File: src/hdl/axi_id_serialize_consts.svh
/*
 * AXI ID serializer, read path
 * Build-time constants shared by the package and the RTL modules.
 * Widths, slot count and the per-slot outstanding read limit.
 */

`ifndef AXI_ID_SERIALIZE_CONSTS_SVH
`define AXI_ID_SERIALIZE_CONSTS_SVH

// ID width at the subordinate port
`define SBR_ID_WIDTH 4

// ID width at the manager port
`define MGR_ID_WIDTH 2

// Distinct manager IDs, one per slot
`define NUM_SLOTS 4

// Outstanding reads allowed in one slot
`define MAX_TXNS_PER_ID 4

// Address width on both ports
`define ADDR_WIDTH 32

// Data width on both ports
`define DATA_WIDTH 32

`endif
File: src/hdl/axi_id_serialize_pkg.sv
/*
 * AXI ID serializer, read path
 * Common types for IDs, payload, slot index, counters and responses.
 */

`default_nettype none

`include "axi_id_serialize_consts.svh"

package axi_id_serialize_pkg;

  // Wide ID as seen on the subordinate port
  typedef logic [`SBR_ID_WIDTH-1:0] sbr_id_t;

  // Narrow ID driven on the manager port
  typedef logic [`MGR_ID_WIDTH-1:0] mgr_id_t;

  // Slot select, also the manager ID value
  typedef logic [$clog2(`NUM_SLOTS)-1:0] slot_idx_t;

  // Payload
  typedef logic [`ADDR_WIDTH-1:0] addr_t;
  typedef logic [`DATA_WIDTH-1:0] data_t;

  // Needs to reach MAX_TXNS_PER_ID itself, hence the +1
  typedef logic [$clog2(`MAX_TXNS_PER_ID+1)-1:0] txn_cnt_t;

  // AXI RRESP encoding
  typedef enum logic [1:0] {
    RESP_OKAY   = 2'b00,
    RESP_EXOKAY = 2'b01,
    RESP_SLVERR = 2'b10,
    RESP_DECERR = 2'b11
  } rd_resp_e;

endpackage

`default_nettype wire

File: src/hdl/slot_rd_if.sv
/*
 * Slot read channel pair
 * AR and R between one serializer and the slot mux.
 * No ID here, the slot index stands in for it.
 */

`timescale 1ns/1ps
`default_nettype none

interface slot_rd_if;

  // AR channel
  logic                        ar_valid;
  logic                        ar_ready;
  axi_id_serialize_pkg::addr_t ar_addr;

  // R channel
  logic                           r_valid;
  logic                           r_ready;
  axi_id_serialize_pkg::data_t    r_data;
  axi_id_serialize_pkg::rd_resp_e r_resp;

  // Serializer side
  modport src (
    output ar_valid, ar_addr, r_ready,
    input  ar_ready, r_valid, r_data, r_resp
  );

  // Mux side
  modport dst (
    input  ar_valid, ar_addr, r_ready,
    output ar_ready, r_valid, r_data, r_resp
  );

endinterface

`default_nettype wire

File: src/hdl/tagged_rd_if.sv
/*
 * Tagged read channel pair
 * AR and R between the slot demux and one serializer.
 * Still carries the full subordinate ID in both directions.
 */

`timescale 1ns/1ps
`default_nettype none

interface tagged_rd_if;

  // AR channel
  logic                          ar_valid;
  logic                          ar_ready;
  axi_id_serialize_pkg::sbr_id_t ar_id;
  axi_id_serialize_pkg::addr_t   ar_addr;

  // R channel
  logic                           r_valid;
  logic                           r_ready;
  axi_id_serialize_pkg::sbr_id_t  r_id;
  axi_id_serialize_pkg::data_t    r_data;
  axi_id_serialize_pkg::rd_resp_e r_resp;

  // Demux side
  modport src (
    output ar_valid, ar_id, ar_addr, r_ready,
    input  ar_ready, r_valid, r_id, r_data, r_resp
  );

  // Serializer side
  modport dst (
    input  ar_valid, ar_id, ar_addr, r_ready,
    output ar_ready, r_valid, r_id, r_data, r_resp
  );

endinterface

`default_nettype wire

File: src/hdl/axi_id_serialize_rd.sv
/*
 * AXI ID serializer, read path, top level
 * Maps a wide subordinate ID space onto NUM_SLOTS manager IDs.
 * Reads with different IDs that share a slot are serialized,
 * and the original ID is restored on the R channel.
 */

`timescale 1ns/1ps
`default_nettype none

`include "axi_id_serialize_consts.svh"

module axi_id_serialize_rd (
  input  wire logic                      clk_i,
  input  wire logic                      rst_n_i,

  // Subordinate AR
  input  wire logic                      sbr_ar_valid_i,
  input  axi_id_serialize_pkg::sbr_id_t  sbr_ar_id_i,
  input  axi_id_serialize_pkg::addr_t    sbr_ar_addr_i,
  output logic                           sbr_ar_ready_o,

  // Subordinate R
  output logic                           sbr_r_valid_o,
  output axi_id_serialize_pkg::sbr_id_t  sbr_r_id_o,
  output axi_id_serialize_pkg::data_t    sbr_r_data_o,
  output axi_id_serialize_pkg::rd_resp_e sbr_r_resp_o,
  input  wire logic                      sbr_r_ready_i,

  // Manager AR
  output logic                           mgr_ar_valid_o,
  output axi_id_serialize_pkg::mgr_id_t  mgr_ar_id_o,
  output axi_id_serialize_pkg::addr_t    mgr_ar_addr_o,
  input  wire logic                      mgr_ar_ready_i,

  // Manager R
  input  wire logic                      mgr_r_valid_i,
  input  axi_id_serialize_pkg::mgr_id_t  mgr_r_id_i,
  input  axi_id_serialize_pkg::data_t    mgr_r_data_i,
  input  axi_id_serialize_pkg::rd_resp_e mgr_r_resp_i,
  output logic                           mgr_r_ready_o
);

  // Demux to serializers
  tagged_rd_if tag_if [`NUM_SLOTS] ();

  // Serializers to mux
  slot_rd_if slot_if [`NUM_SLOTS] ();

  slot_rd_demux slot_rd_demux_i (
    .sbr_ar_valid_i ( sbr_ar_valid_i ),
    .sbr_ar_id_i    ( sbr_ar_id_i    ),
    .sbr_ar_addr_i  ( sbr_ar_addr_i  ),
    .sbr_ar_ready_o ( sbr_ar_ready_o ),
    .sbr_r_valid_o  ( sbr_r_valid_o  ),
    .sbr_r_id_o     ( sbr_r_id_o     ),
    .sbr_r_data_o   ( sbr_r_data_o   ),
    .sbr_r_resp_o   ( sbr_r_resp_o   ),
    .sbr_r_ready_i  ( sbr_r_ready_i  ),
    .slots_o        ( tag_if         )
  );

  // One serializer per manager ID
  for (genvar i = 0; i < `NUM_SLOTS; i++) begin : gen_ser
    id_serializer id_serializer_i (
      .clk_i   ( clk_i      ),
      .rst_n_i ( rst_n_i    ),
      .up_i    ( tag_if[i]  ),
      .down_o  ( slot_if[i] )
    );
  end

  slot_rd_mux slot_rd_mux_i (
    .clk_i          ( clk_i          ),
    .rst_n_i        ( rst_n_i        ),
    .slots_i        ( slot_if        ),
    .mgr_ar_valid_o ( mgr_ar_valid_o ),
    .mgr_ar_id_o    ( mgr_ar_id_o    ),
    .mgr_ar_addr_o  ( mgr_ar_addr_o  ),
    .mgr_ar_ready_i ( mgr_ar_ready_i ),
    .mgr_r_valid_i  ( mgr_r_valid_i  ),
    .mgr_r_id_i     ( mgr_r_id_i     ),
    .mgr_r_data_i   ( mgr_r_data_i   ),
    .mgr_r_resp_i   ( mgr_r_resp_i   ),
    .mgr_r_ready_o  ( mgr_r_ready_o  )
  );

endmodule

`default_nettype wire

File: src/hdl/slot_rd_mux.sv
/*
 * Slot mux
 * Round-robin arbitration of slot ARs into a one-entry output
 * register, manager ID set to the slot index.
 * R is routed back to the slot named by the manager ID.
 */

`timescale 1ns/1ps
`default_nettype none

`include "axi_id_serialize_consts.svh"

module slot_rd_mux (
  input  wire logic                           clk_i,
  input  wire logic                           rst_n_i,
  slot_rd_if.dst                              slots_i [`NUM_SLOTS],
  output logic                                mgr_ar_valid_o,
  output axi_id_serialize_pkg::mgr_id_t       mgr_ar_id_o,
  output axi_id_serialize_pkg::addr_t         mgr_ar_addr_o,
  input  wire logic                           mgr_ar_ready_i,
  input  wire logic                           mgr_r_valid_i,
  input  axi_id_serialize_pkg::mgr_id_t       mgr_r_id_i,
  input  axi_id_serialize_pkg::data_t         mgr_r_data_i,
  input  axi_id_serialize_pkg::rd_resp_e      mgr_r_resp_i,
  output logic                                mgr_r_ready_o
);

  // Flattened slot signals
  logic                        slot_ar_valid [`NUM_SLOTS];
  axi_id_serialize_pkg::addr_t slot_ar_addr  [`NUM_SLOTS];
  logic                        slot_r_ready  [`NUM_SLOTS];

  // Arbiter
  axi_id_serialize_pkg::slot_idx_t last_q;
  axi_id_serialize_pkg::slot_idx_t pick_idx;
  logic                            pick_valid;

  // Output register
  logic                            out_valid_q;
  axi_id_serialize_pkg::mgr_id_t   out_id_q;
  axi_id_serialize_pkg::addr_t     out_addr_q;
  logic                            load_en;
  logic                            grant;

  // Free now, or drained this cycle
  assign load_en = !out_valid_q || mgr_ar_ready_i;
  assign grant   = load_en && pick_valid;

  for (genvar i = 0; i < `NUM_SLOTS; i++) begin : gen_slot
    assign slot_ar_valid[i]   = slots_i[i].ar_valid;
    assign slot_ar_addr[i]    = slots_i[i].ar_addr;
    assign slots_i[i].ar_ready = grant && (pick_idx == i);

    // R valid only toward the addressed slot
    assign slots_i[i].r_valid =
      mgr_r_valid_i && (mgr_r_id_i == axi_id_serialize_pkg::mgr_id_t'(i));
    assign slots_i[i].r_data  = mgr_r_data_i;
    assign slots_i[i].r_resp  = mgr_r_resp_i;
    assign slot_r_ready[i]    = slots_i[i].r_ready;
  end

  // Search starts one past the last winner
  always_comb begin
    axi_id_serialize_pkg::slot_idx_t cand;
    pick_valid = 1'b0;
    pick_idx   = last_q;
    for (int k = 1; k <= `NUM_SLOTS; k++) begin
      cand = axi_id_serialize_pkg::slot_idx_t'((int'(last_q) + k) % `NUM_SLOTS);
      if (!pick_valid && slot_ar_valid[cand]) begin
        pick_valid = 1'b1;
        pick_idx   = cand;
      end
    end
  end

  always_ff @(posedge clk_i or negedge rst_n_i) begin
    if (!rst_n_i) begin
      out_valid_q <= 1'b0;
      last_q      <= '0;
    end else begin
      if (load_en) begin
        out_valid_q <= pick_valid;
      end
      if (grant) begin
        last_q <= pick_idx;
      end
    end
  end

  // AR payload, loaded with the winner
  always_ff @(posedge clk_i) begin
    if (grant) begin
      out_id_q   <= axi_id_serialize_pkg::mgr_id_t'(pick_idx);
      out_addr_q <= slot_ar_addr[pick_idx];
    end
  end

  assign mgr_ar_valid_o = out_valid_q;
  assign mgr_ar_id_o    = out_id_q;
  assign mgr_ar_addr_o  = out_addr_q;

  // Ready comes from the addressed slot
  assign mgr_r_ready_o = slot_r_ready[mgr_r_id_i];

endmodule

`default_nettype wire

File: src/hdl/id_serializer.sv
/*
 * Per-slot ID serializer
 * Admits reads of one subordinate ID at a time into the slot,
 * counts them, and puts the held ID back onto returning R beats.
 */

`timescale 1ns/1ps
`default_nettype none

`include "axi_id_serialize_consts.svh"

module id_serializer (
  input  wire logic clk_i,
  input  wire logic rst_n_i,
  tagged_rd_if.dst  up_i,
  slot_rd_if.src    down_o
);

  // ID of the reads now in flight
  axi_id_serialize_pkg::sbr_id_t cur_id_q;

  // Outstanding reads in this slot
  axi_id_serialize_pkg::txn_cnt_t cnt_q;
  axi_id_serialize_pkg::txn_cnt_t cnt_d;

  logic id_ok;
  logic room_ok;
  logic ar_pass;
  logic ar_fire;
  logic r_fire;

  // An empty slot takes any ID and a busy one only the held ID
  assign id_ok   = (cnt_q == '0) || (up_i.ar_id == cur_id_q);
  assign room_ok = cnt_q < axi_id_serialize_pkg::txn_cnt_t'(`MAX_TXNS_PER_ID);
  assign ar_pass = id_ok && room_ok;

  // Gate both directions of the AR handshake
  // The gate only flips on counter or ID changes and keeps valid stable
  assign down_o.ar_valid = up_i.ar_valid && ar_pass;
  assign down_o.ar_addr  = up_i.ar_addr;
  assign up_i.ar_ready   = down_o.ar_ready && ar_pass;

  // R passes straight through
  assign up_i.r_valid    = down_o.r_valid;
  assign up_i.r_data     = down_o.r_data;
  assign up_i.r_resp     = down_o.r_resp;
  assign up_i.r_id       = cur_id_q;
  assign down_o.r_ready  = up_i.r_ready;

  assign ar_fire = down_o.ar_valid && down_o.ar_ready;
  assign r_fire  = down_o.r_valid && down_o.r_ready;

  // Count up on AR and down on R
  // AR and R in the same cycle leave the count unchanged
  always_comb begin
    cnt_d = cnt_q;
    if (ar_fire && !r_fire) begin
      cnt_d = cnt_q + 1'b1;
    end else if (r_fire && !ar_fire) begin
      cnt_d = cnt_q - 1'b1;
    end
  end

  always_ff @(posedge clk_i or negedge rst_n_i) begin
    if (!rst_n_i) begin
      cnt_q <= '0;
    end else begin
      cnt_q <= cnt_d;
    end
  end

  // Held ID follows each admitted AR
  always_ff @(posedge clk_i) begin
    if (ar_fire) begin
      cur_id_q <= up_i.ar_id;
    end
  end

endmodule

`default_nettype wire

File: src/hdl/slot_rd_demux.sv
/*
 * Slot demux
 * Steers subordinate AR to slot (ID modulo slot count) and
 * merges the slot R channels back onto the subordinate port.
 */

`timescale 1ns/1ps
`default_nettype none

`include "axi_id_serialize_consts.svh"

module slot_rd_demux (
  input  wire logic                           sbr_ar_valid_i,
  input  axi_id_serialize_pkg::sbr_id_t       sbr_ar_id_i,
  input  axi_id_serialize_pkg::addr_t         sbr_ar_addr_i,
  output logic                                sbr_ar_ready_o,
  output logic                                sbr_r_valid_o,
  output axi_id_serialize_pkg::sbr_id_t       sbr_r_id_o,
  output axi_id_serialize_pkg::data_t         sbr_r_data_o,
  output axi_id_serialize_pkg::rd_resp_e      sbr_r_resp_o,
  input  wire logic                           sbr_r_ready_i,
  tagged_rd_if.src                            slots_o [`NUM_SLOTS]
);

  axi_id_serialize_pkg::slot_idx_t ar_sel;

  // Flattened view of the slot side, interface arrays need constant indices
  logic                           slot_ar_ready [`NUM_SLOTS];
  logic                           slot_r_valid  [`NUM_SLOTS];
  axi_id_serialize_pkg::sbr_id_t  slot_r_id     [`NUM_SLOTS];
  axi_id_serialize_pkg::data_t    slot_r_data   [`NUM_SLOTS];
  axi_id_serialize_pkg::rd_resp_e slot_r_resp   [`NUM_SLOTS];

  // Slot number is the low part of the ID
  assign ar_sel = axi_id_serialize_pkg::slot_idx_t'(sbr_ar_id_i % `NUM_SLOTS);

  for (genvar i = 0; i < `NUM_SLOTS; i++) begin : gen_slot
    // Valid only to the selected slot, payload to all
    assign slots_o[i].ar_valid = sbr_ar_valid_i && (ar_sel == i);
    assign slots_o[i].ar_id    = sbr_ar_id_i;
    assign slots_o[i].ar_addr  = sbr_ar_addr_i;
    assign slot_ar_ready[i]    = slots_o[i].ar_ready;

    assign slot_r_valid[i] = slots_o[i].r_valid;
    assign slot_r_id[i]    = slots_o[i].r_id;
    assign slot_r_data[i]  = slots_o[i].r_data;
    assign slot_r_resp[i]  = slots_o[i].r_resp;
    // Ready only reaches the slot that presents data
    assign slots_o[i].r_ready = sbr_r_ready_i && slot_r_valid[i];
  end

  assign sbr_ar_ready_o = slot_ar_ready[ar_sel];

  // Single manager R port, so one slot valid at most
  always_comb begin
    sbr_r_valid_o = 1'b0;
    sbr_r_id_o    = slot_r_id[0];
    sbr_r_data_o  = slot_r_data[0];
    sbr_r_resp_o  = slot_r_resp[0];
    for (int i = 0; i < `NUM_SLOTS; i++) begin
      if (slot_r_valid[i]) begin
        sbr_r_valid_o = 1'b1;
        sbr_r_id_o    = slot_r_id[i];
        sbr_r_data_o  = slot_r_data[i];
        sbr_r_resp_o  = slot_r_resp[i];
      end
    end
  end

endmodule

`default_nettype wire

File: config.mk
export PLATFORM = sky130hd
export DESIGN_NAME = axi_id_serialize_rd
export DESIGN_NICKNAME = d
export VERILOG_FILES = /design/src/hdl/axi_id_serialize_pkg.sv /design/src/hdl/slot_rd_if.sv /design/src/hdl/tagged_rd_if.sv /design/src/hdl/axi_id_serialize_rd.sv /design/src/hdl/slot_rd_mux.sv /design/src/hdl/id_serializer.sv /design/src/hdl/slot_rd_demux.sv
export VERILOG_INCLUDE_DIRS = /design/src /design/src/hdl
export SDC_FILE = /design/constraint.sdc
export NUM_CORES = 1
export LEC_CHECK = 0
export BUFFER_PORTS_ARGS = -buffer_cell sky130_fd_sc_hd__buf_2
export CAP_MARGIN = 25
export CORE_MARGIN = 2
export CORE_UTILIZATION = 36
export DETAILED_ROUTE_END_ITERATION = 7
export GPL_TIMING_DRIVEN = 0
export HOLD_SLACK_MARGIN = 0.05
export PLACE_DENSITY = 0.67
export SETUP_SLACK_MARGIN = 0.5
export SLEW_MARGIN = 20
export SYNTH_ARGS = -nofsm -noshare
export SYNTH_HDL_FRONTEND = slang
export SYNTH_SLANG_ARGS = --single-unit
File: constraint.sdc
create_clock -name clk_i -period 6.7 [get_ports clk_i]
set_input_delay 0.335 -clock clk_i [delete_from_list [all_inputs] [get_ports clk_i]]
set_output_delay 0.335 -clock clk_i [all_outputs]
set_load 0.02 [all_outputs]
==> flow_metrics.tcl, run 1 <==
set metrics [dict create \
    synthDistinctLibCells 36 \
    wl_met2_um 3000 \
    first_global_vias 1872 \
    r2r_slack_ns 3.72 \
    rsz0062_at_grt "false" \
    cts_tree "yes" \
    setup.worst_path.start "gen_ser[1].id_serializer_i.up_i.r_id[3]$_DFFE_PP_" \
    gr-total-overflow 0 \
    synth_edf_count 50 \
    cp_common_cell "xor2_1" \
    routed_via_density 4.45 \
    top_layer_used "met4" \
    wl_met1_um 2610 \
    tightest_slew_ns 0.549 \
    dp_hpwl_um 5070 \
    synth-adder-area-share_pct 4.23 \
    antenna_found_initial 0 \
    rows 33 \
    io_pins 154 \
    synthXorXnorAreaFrac_pct 7.97 \
    wl_met3_um 714 \
    core_um2 8260 \
    ys_warn_count 0 \
    worst_r2r_endpoint "gen_ser[0].id_serializer_i.cnt_q[2]$_DFFE_PN0P_" \
    drt_wl_total_um 6380 \
    regArea_um2 1880 \
    hp-class "primary input to flop" \
    drtAntennaViolNets 0 \
    fmax_mhz 335 \
    netlist_instances 220 \
    ff2ff_path_depth 11 \
    initial_utilization_pct 37.3 \
    synth_top_cell_area_share_pct 48.8 \
    clock_sinks 65 \
    ys_seq_area_share_pct 61.0 \
    syn_area_um2 3080 \
    htree_levels 3 \
    die_x_um 96.5 \
    gp_congestion 0.770 \
    ir_worst_vdd_mv 0.136 \
    synth_compound_area_share_pct 5.53 \
    power.density_nw_per_um2 316 \
    clockBufferDepth 2 \
    grtUsageTotal_pct 13.6 \
    synth_area_leaders "edfxtp_1 (49%), dfrtp_1 (12%), buf_4 (8.3%), xnor2_1 (5.7%), mux2_2 (2.9%)" \
    yosys.area.top_type "edfxtp_1" \
    r2r_start "gen_ser[1].id_serializer_i.up_i.r_id[3]$_DFFE_PP_" \
    drc 0 \
    crit_slowest_cell "or4_4" \
    dieArea_um2 9310 \
    fp.dieH_um 96.5 \
    report.final.slew_viol_count 0 \
    clkSlewWorstSetupHoldPaths_ns 0.08 \
    path_class "flop to flop" \
    fillers 743 \
    multi_input_area_um2 868 \
    cellLeakagePower_uw 0.00173 \
    final_cell_area_um2 4050 \
    synthSimpleGateAreaFrac_pct 7.40 \
    cp-start-kind "flop" \
    crit_arrival_ns 3.25 \
    crit_fanout 5 \
    crit_required_ns 6.97 \
    synth-seq-cells 65 \
    finalSetupTns_ns 0 \
    cts-root-buf "clkbuf_8" \
    cts_resized 0 \
    syn_nets 306 \
    finalSetupViolations 0 \
    maxCapViolCount 0 \
    min_period_over_period_pct 44.5 \
    max_stage_delay_ns 0.47 \
    drive_gt1_share_pct 52.1 \
    vias 2046 \
    synth_mux_area_share_pct 2.93 \
    synth_top_family_by_area "buffers and inverters" \
    synth-main-ff-cell "edfxtp_1" \
    timing.slew.headroom_pct 62.9 \
    cp_cell_sequence "xnor2_1 > a41oi_1 > or4_4 > and4_4 > nor2_2 > ha_1 > inv_1 > fa_1 > xor2_1 > nor2_1 > xor2_1" \
    layout_min_cycle_time_ns 2.98 \
    avgSynthCellArea_um2 14.0 \
    grt_pass1_wl_um 9170 \
    area_growth_pct 31.5 \
    numCtsBuffers 9 \
    firstDrtPassIters 4 \
    first_iter_violations 47 \
    nNetsFinal 436 \
    grt_max_degree 31 \
    antenna_cells 0 \
    outcome "finished, final reports clean" \
    wl_per_cell_um 13.9 \
    final_hold_viol_count 0 \
    fin_worst_skew_ns 0.0104 \
    port_buffers 117 \
    place_area_um2 3820 \
    endpoint "gen_ser[0].id_serializer_i.cnt_q[2]$_DFFE_PN0P_" \
    synthArstFlopShare_pct 23.1 \
    crit_path_end_kind "flop" \
    clk_latency_ns 0.34 \
]
-- sequential cells by signal (all words and copies together), names as in the netlist --
| signal | cells |
|---|---|
| slot_rd_mux_i.mgr_ar_addr_o | 32 |
| gen_ser.id_serializer_i.up_i.r_id | 16 |
| gen_ser.id_serializer_i.cnt_q | 12 |
| slot_rd_mux_i.last_q | 2 |
| slot_rd_mux_i.mgr_ar_id_o | 2 |
| slot_rd_mux_i.mgr_ar_valid_o | 1 |
-- area by class of cell --
cell class                      instances  share of cell area (%)
Sequential cell                        65                    46.4
Multi-Input combinational cell        107                    21.5
Timing Repair Buffer                  119                    15.2
Buffer                                 43                    7.88
Tap cell                              105                    3.25
Clock buffer                           10                    3.15
Clock inverter                          6                    2.23
Inverter                                5                   0.464
-- how the worst min path moves through the flow --
stage | cells after the start | slack, ns | end | startpoint
final | 1 | 0.16 | slot_rd_mux_i.mgr_ar_addr_o[14]$_DFFE_PN_ | sbr_ar_addr_i[14]
after global routing | 1 | 0.13 | slot_rd_mux_i.mgr_ar_addr_o[24]$_DFFE_PN_ | sbr_ar_addr_i[24]
after CTS | 1 | 0.14 | slot_rd_mux_i.mgr_ar_addr_o[14]$_DFFE_PN_ | sbr_ar_addr_i[14]
after detailed placement | 1 | 0.28 | gen_ser[1].id_serializer_i.cnt_q[1]$_DFFE_PN0P_ | rst_n_i
after global placement | 1 | 0.27 | gen_ser[0].id_serializer_i.cnt_q[0]$_DFFE_PN0P_ | rst_n_i
after floorplan | 0 | 0.04 | gen_ser[0].id_serializer_i.cnt_q[0]$_DFFE_PN0P_ | rst_n_i
-- layout by cell type, fill, tap and decap left out, drive strengths merged, types with 4 or more instances in the layout --
cell type / count
buf: 156
edfxtp: 50
xnor2: 20
nor2: 17
dfrtp: 15
clkbuf: 15
mux2: 8
a22o: 8
xor2: 8
nand2: 7
inv: 7
fa: 4
ha: 4
-- routing by layer --
layer,vias up,track usage (%)
met3,7,5.82
li1,1013,-
met1,930,15.7
met5,-,0
met2,96,22.8
met4,0,4.23
-- kinds of logic after synthesis --
kind of cell / Yosys count
XOR/XNOR: 28
adder cells (fa/ha/maj): 8
multiplexers: 8
flip-flops: 65
AO/OA/AOI/OAI: 22
AND/OR/NAND/NOR: 41
buffers and inverters: 48
-- metrics by stage --
step	instances	util (%)	hold slack [ns]	total power, uW	setup slack (ns)
final	460	49.0	0.164	1280	3.72
after global routing	460	49.0	0.135	1360	3.53
after CTS	460	49.0	0.143	1300	3.65
after detailed placement	443	46.3	0.282	932	3.45
after global placement	442	46.0	0.267	912	3.39
after floorplan	220	-	0.0394	814	3.96
-- Yosys cell counts (2+ instances only) --
cell type  instances
edfxtp_1          50
buf_4             34
xnor2_1           20
dfrtp_1           15
nor2_1            14
a22o_1             8
mux2_2             8
xor2_1             8
nand2_1            7
clkbuf_1           5
inv_1              5
buf_6              4
fa_1               4
ha_1               4
a21oi_1            3
a41oi_1            3
nor2_2             3
nor4_1             3
nor2b_1            2
nor4b_1            2
o21ai_0            2
o221ai_1           2
-- critical path: cells and delay by family (launching register included) --
kind            cells  cell delay, ns
compound gates      1            0.17
xor+xnor            3            0.50
fa+ha+maj           2            0.62
buf+inv             1            0.06
flops               1            0.41
simple gates        4            1.13
-- power by group --
group	internal, uW	switching (uW)
logic	146	188
clock network	212	153
registers	527	54.0
total	885	396
-- timing repair --
action | 4_1_cts | 5_1_grt
hold buffers | 1 | 0
hold endpoints to repair | 15 | 0
setup endpoints to repair | 0 | 0
setup buffers | 0 | 0
(Power assumes the default switching activity.)
==> inputs of run 2 (changes only) <==
==> constraint.sdc (replaced) <==
create_clock -name clk_i -period 2.81 [get_ports clk_i]
set_input_delay 0.1405 -clock clk_i [delete_from_list [all_inputs] [get_ports clk_i]]
set_output_delay 0.1405 -clock clk_i [all_outputs]
set_load 0.02 [all_outputs]
==> flow_metrics.tcl, run 2 (synthesized netlist as in run 1, its figures left out) <==
set metrics [dict create \
    first_iter_violations 102 \
    final_hold_viol_count 0 \
    die_x_um 96.5 \
    grtUsageTotal_pct 16.6 \
    seq_power_share_pct 44.7 \
    antenna_cells 0 \
    clockBufferDepth 2 \
    maxCapViolCount 0 \
    report.final.slew_viol_count 0 \
    crit_path_end_kind "flop" \
    power.switching_uw 1010 \
    pwr-share-clk_pct 25.1 \
    power.density_nw_per_um2 659 \
    internal_power_uw 2110 \
    multi_input_area_um2 1060 \
    drc 0 \
    timing.slew.headroom_pct 40.0 \
    crit_required_ns 3.08 \
    min_period_over_period_pct 93.6 \
    numCtsBuffers 9 \
    hp-class "primary input to async pin" \
    switching_share_pct 32.4 \
    regArea_um2 1880 \
    firstDrtPassIters 4 \
    ir_worst_vdd_mv 0.340 \
    port_buffers 117 \
    fin_worst_skew_ns 0.0109 \
    drive_gt1_share_pct 56.4 \
    fmax_mhz 380 \
    vias 2392 \
    area_growth_pct 54.0 \
    dieArea_um2 9310 \
    clock_sinks 65 \
    fp.dieH_um 96.5 \
    cellLeakagePower_uw 0.00204 \
    hold-worst-slack_ns 0.239 \
    layout_commonest_cell "buf_2" \
    initial_utilization_pct 37.3 \
    drtAntennaViolNets 0 \
    crit_arrival_ns 2.90 \
    clkSlewWorstSetupHoldPaths_ns 0.08 \
    wl_per_cell_um 15.2 \
    crit_fanout 5 \
    io_pins 154 \
    finalSetupViolations 0 \
    first_global_vias 2289 \
    routed_via_density 4.62 \
    antenna_found_initial 0 \
    grt_pass1_wl_um 11300 \
    rsz0062_at_grt "true" \
    drt_wl_total_um 7870 \
    r2r_slack_ns 0.18 \
    dp_hpwl_um 5220 \
    grt_max_degree 35 \
    layoutNonFillerInstCount 518 \
    cp-start-kind "flop" \
    gp_congestion 0.798 \
    power_uw 3120 \
    largest_reg_flops 32 \
    gr-total-overflow 0 \
    rows 33 \
    cts-root-buf "clkbuf_8" \
    nNetsFinal 494 \
    path_class "flop to flop" \
    post-route-util_pct 57.4 \
    outcome "finished, final reports clean" \
    p_comb_share_pct 30.2 \
    mostFrequentLayoutCells "buf_2 (116), buf_4 (55), edfxtp_1 (50)" \
    cts_tree "yes" \
    tightest_slew_ns 0.897 \
    htree_levels 3 \
    core_um2 8260 \
    fillers 665 \
    dp_cells 442 \
    layout_min_cycle_time_ns 2.63 \
    clk_latency_ns 0.35 \
]
## run 2: per-stage QoR
stage / cell area [um^2] / setup slack, ns / TNS (ns)
after floorplan: 3100 / 0.268 / 0
after global placement: 3820 / -0.175 / -0.659
after detailed placement: 3820 / -0.280 / -1.12
after CTS: 4580 / 0.144 / 0
after global routing: 4740 / 0.0905 / 0
final: 4740 / 0.181 / 0
## run 2: final timing paths
check | endpoint | cells past startpoint | start
max in group asynchronous | gen_ser[3].id_serializer_i.cnt_q[0]$_DFFE_PN0P_ | 2 | rst_n_i
min | gen_ser[1].id_serializer_i.cnt_q[2]$_DFFE_PN0P_ | 2 | rst_n_i
min in group clk_i | slot_rd_mux_i.last_q[0]$_DFFE_PN0N_ | 4 | mgr_ar_ready_i
min reg2reg | gen_ser[3].id_serializer_i.cnt_q[2]$_DFFE_PN0P_ | 1 | gen_ser[3].id_serializer_i.cnt_q[2]$_DFFE_PN0P_
max reg2reg | gen_ser[0].id_serializer_i.cnt_q[2]$_DFFE_PN0P_ | 11 | gen_ser[2].id_serializer_i.up_i.r_id[3]$_DFFE_PP_
max | gen_ser[0].id_serializer_i.cnt_q[2]$_DFFE_PN0P_ | 11 | gen_ser[2].id_serializer_i.up_i.r_id[3]$_DFFE_PP_
## run 2: timing repair
| action | 4_1_cts | 5_1_grt |
|---|---|---|
| gates resized for setup | 20 | 16 |
| hold buffers | 38 | 0 |
| buffers inserted | 12 | 10 |
| pin swaps | 17 | 18 |
| setup endpoints to repair | 45 | 43 |
| cloned | 0 | 0 |
| endpoints found under the hold margin | 62 | 0 |
## run 2: layer usage
layer | GRT usage, % | share of wire, % | wire length (um) | vias up
met5 | 0 | 0 | 0 | -
met3 | 5.97 | 9.9 | 779 | 16
li1 | - | - | - | 1126
met1 | 18.8 | 38 | 3030 | 1136
met4 | 7.04 | 2.4 | 189 | 0
met2 | 28.4 | 49 | 3870 | 114
## run 2: area by class of cell
cell class	count	share of cell area [%]
clock buffers	9	2.61
well taps	105	2.77
repair buffers	177	24.1
multi-input cells	107	22.4
inverters	5	0.396
plain buffers	43	6.73
clock inverters	7	1.43
flip-flops and latches	65	39.6
## run 2: critical path, stage by stage (launching register included)
cell and delay [ns]:
edfxtp_1 0.43, xnor2_2 0.20, a41oi_2 0.16, or4_4 0.47
and4_4 0.23, nor2_4 0.13, ha_4 0.16, inv_2 0.03
fa_2 0.32, xor2_1 0.14, nor2_1 0.12, xor2_1 0.15
## run 2: power groups by stage
stage	logic (uW)	clock network, uW	registers, uW
global placement	775	0	1400
detailed placement	799	0	1410
CTS	904	810	1390
floorplan	457	0	1490
finish	942	784	1400
global route	1040	852	1420
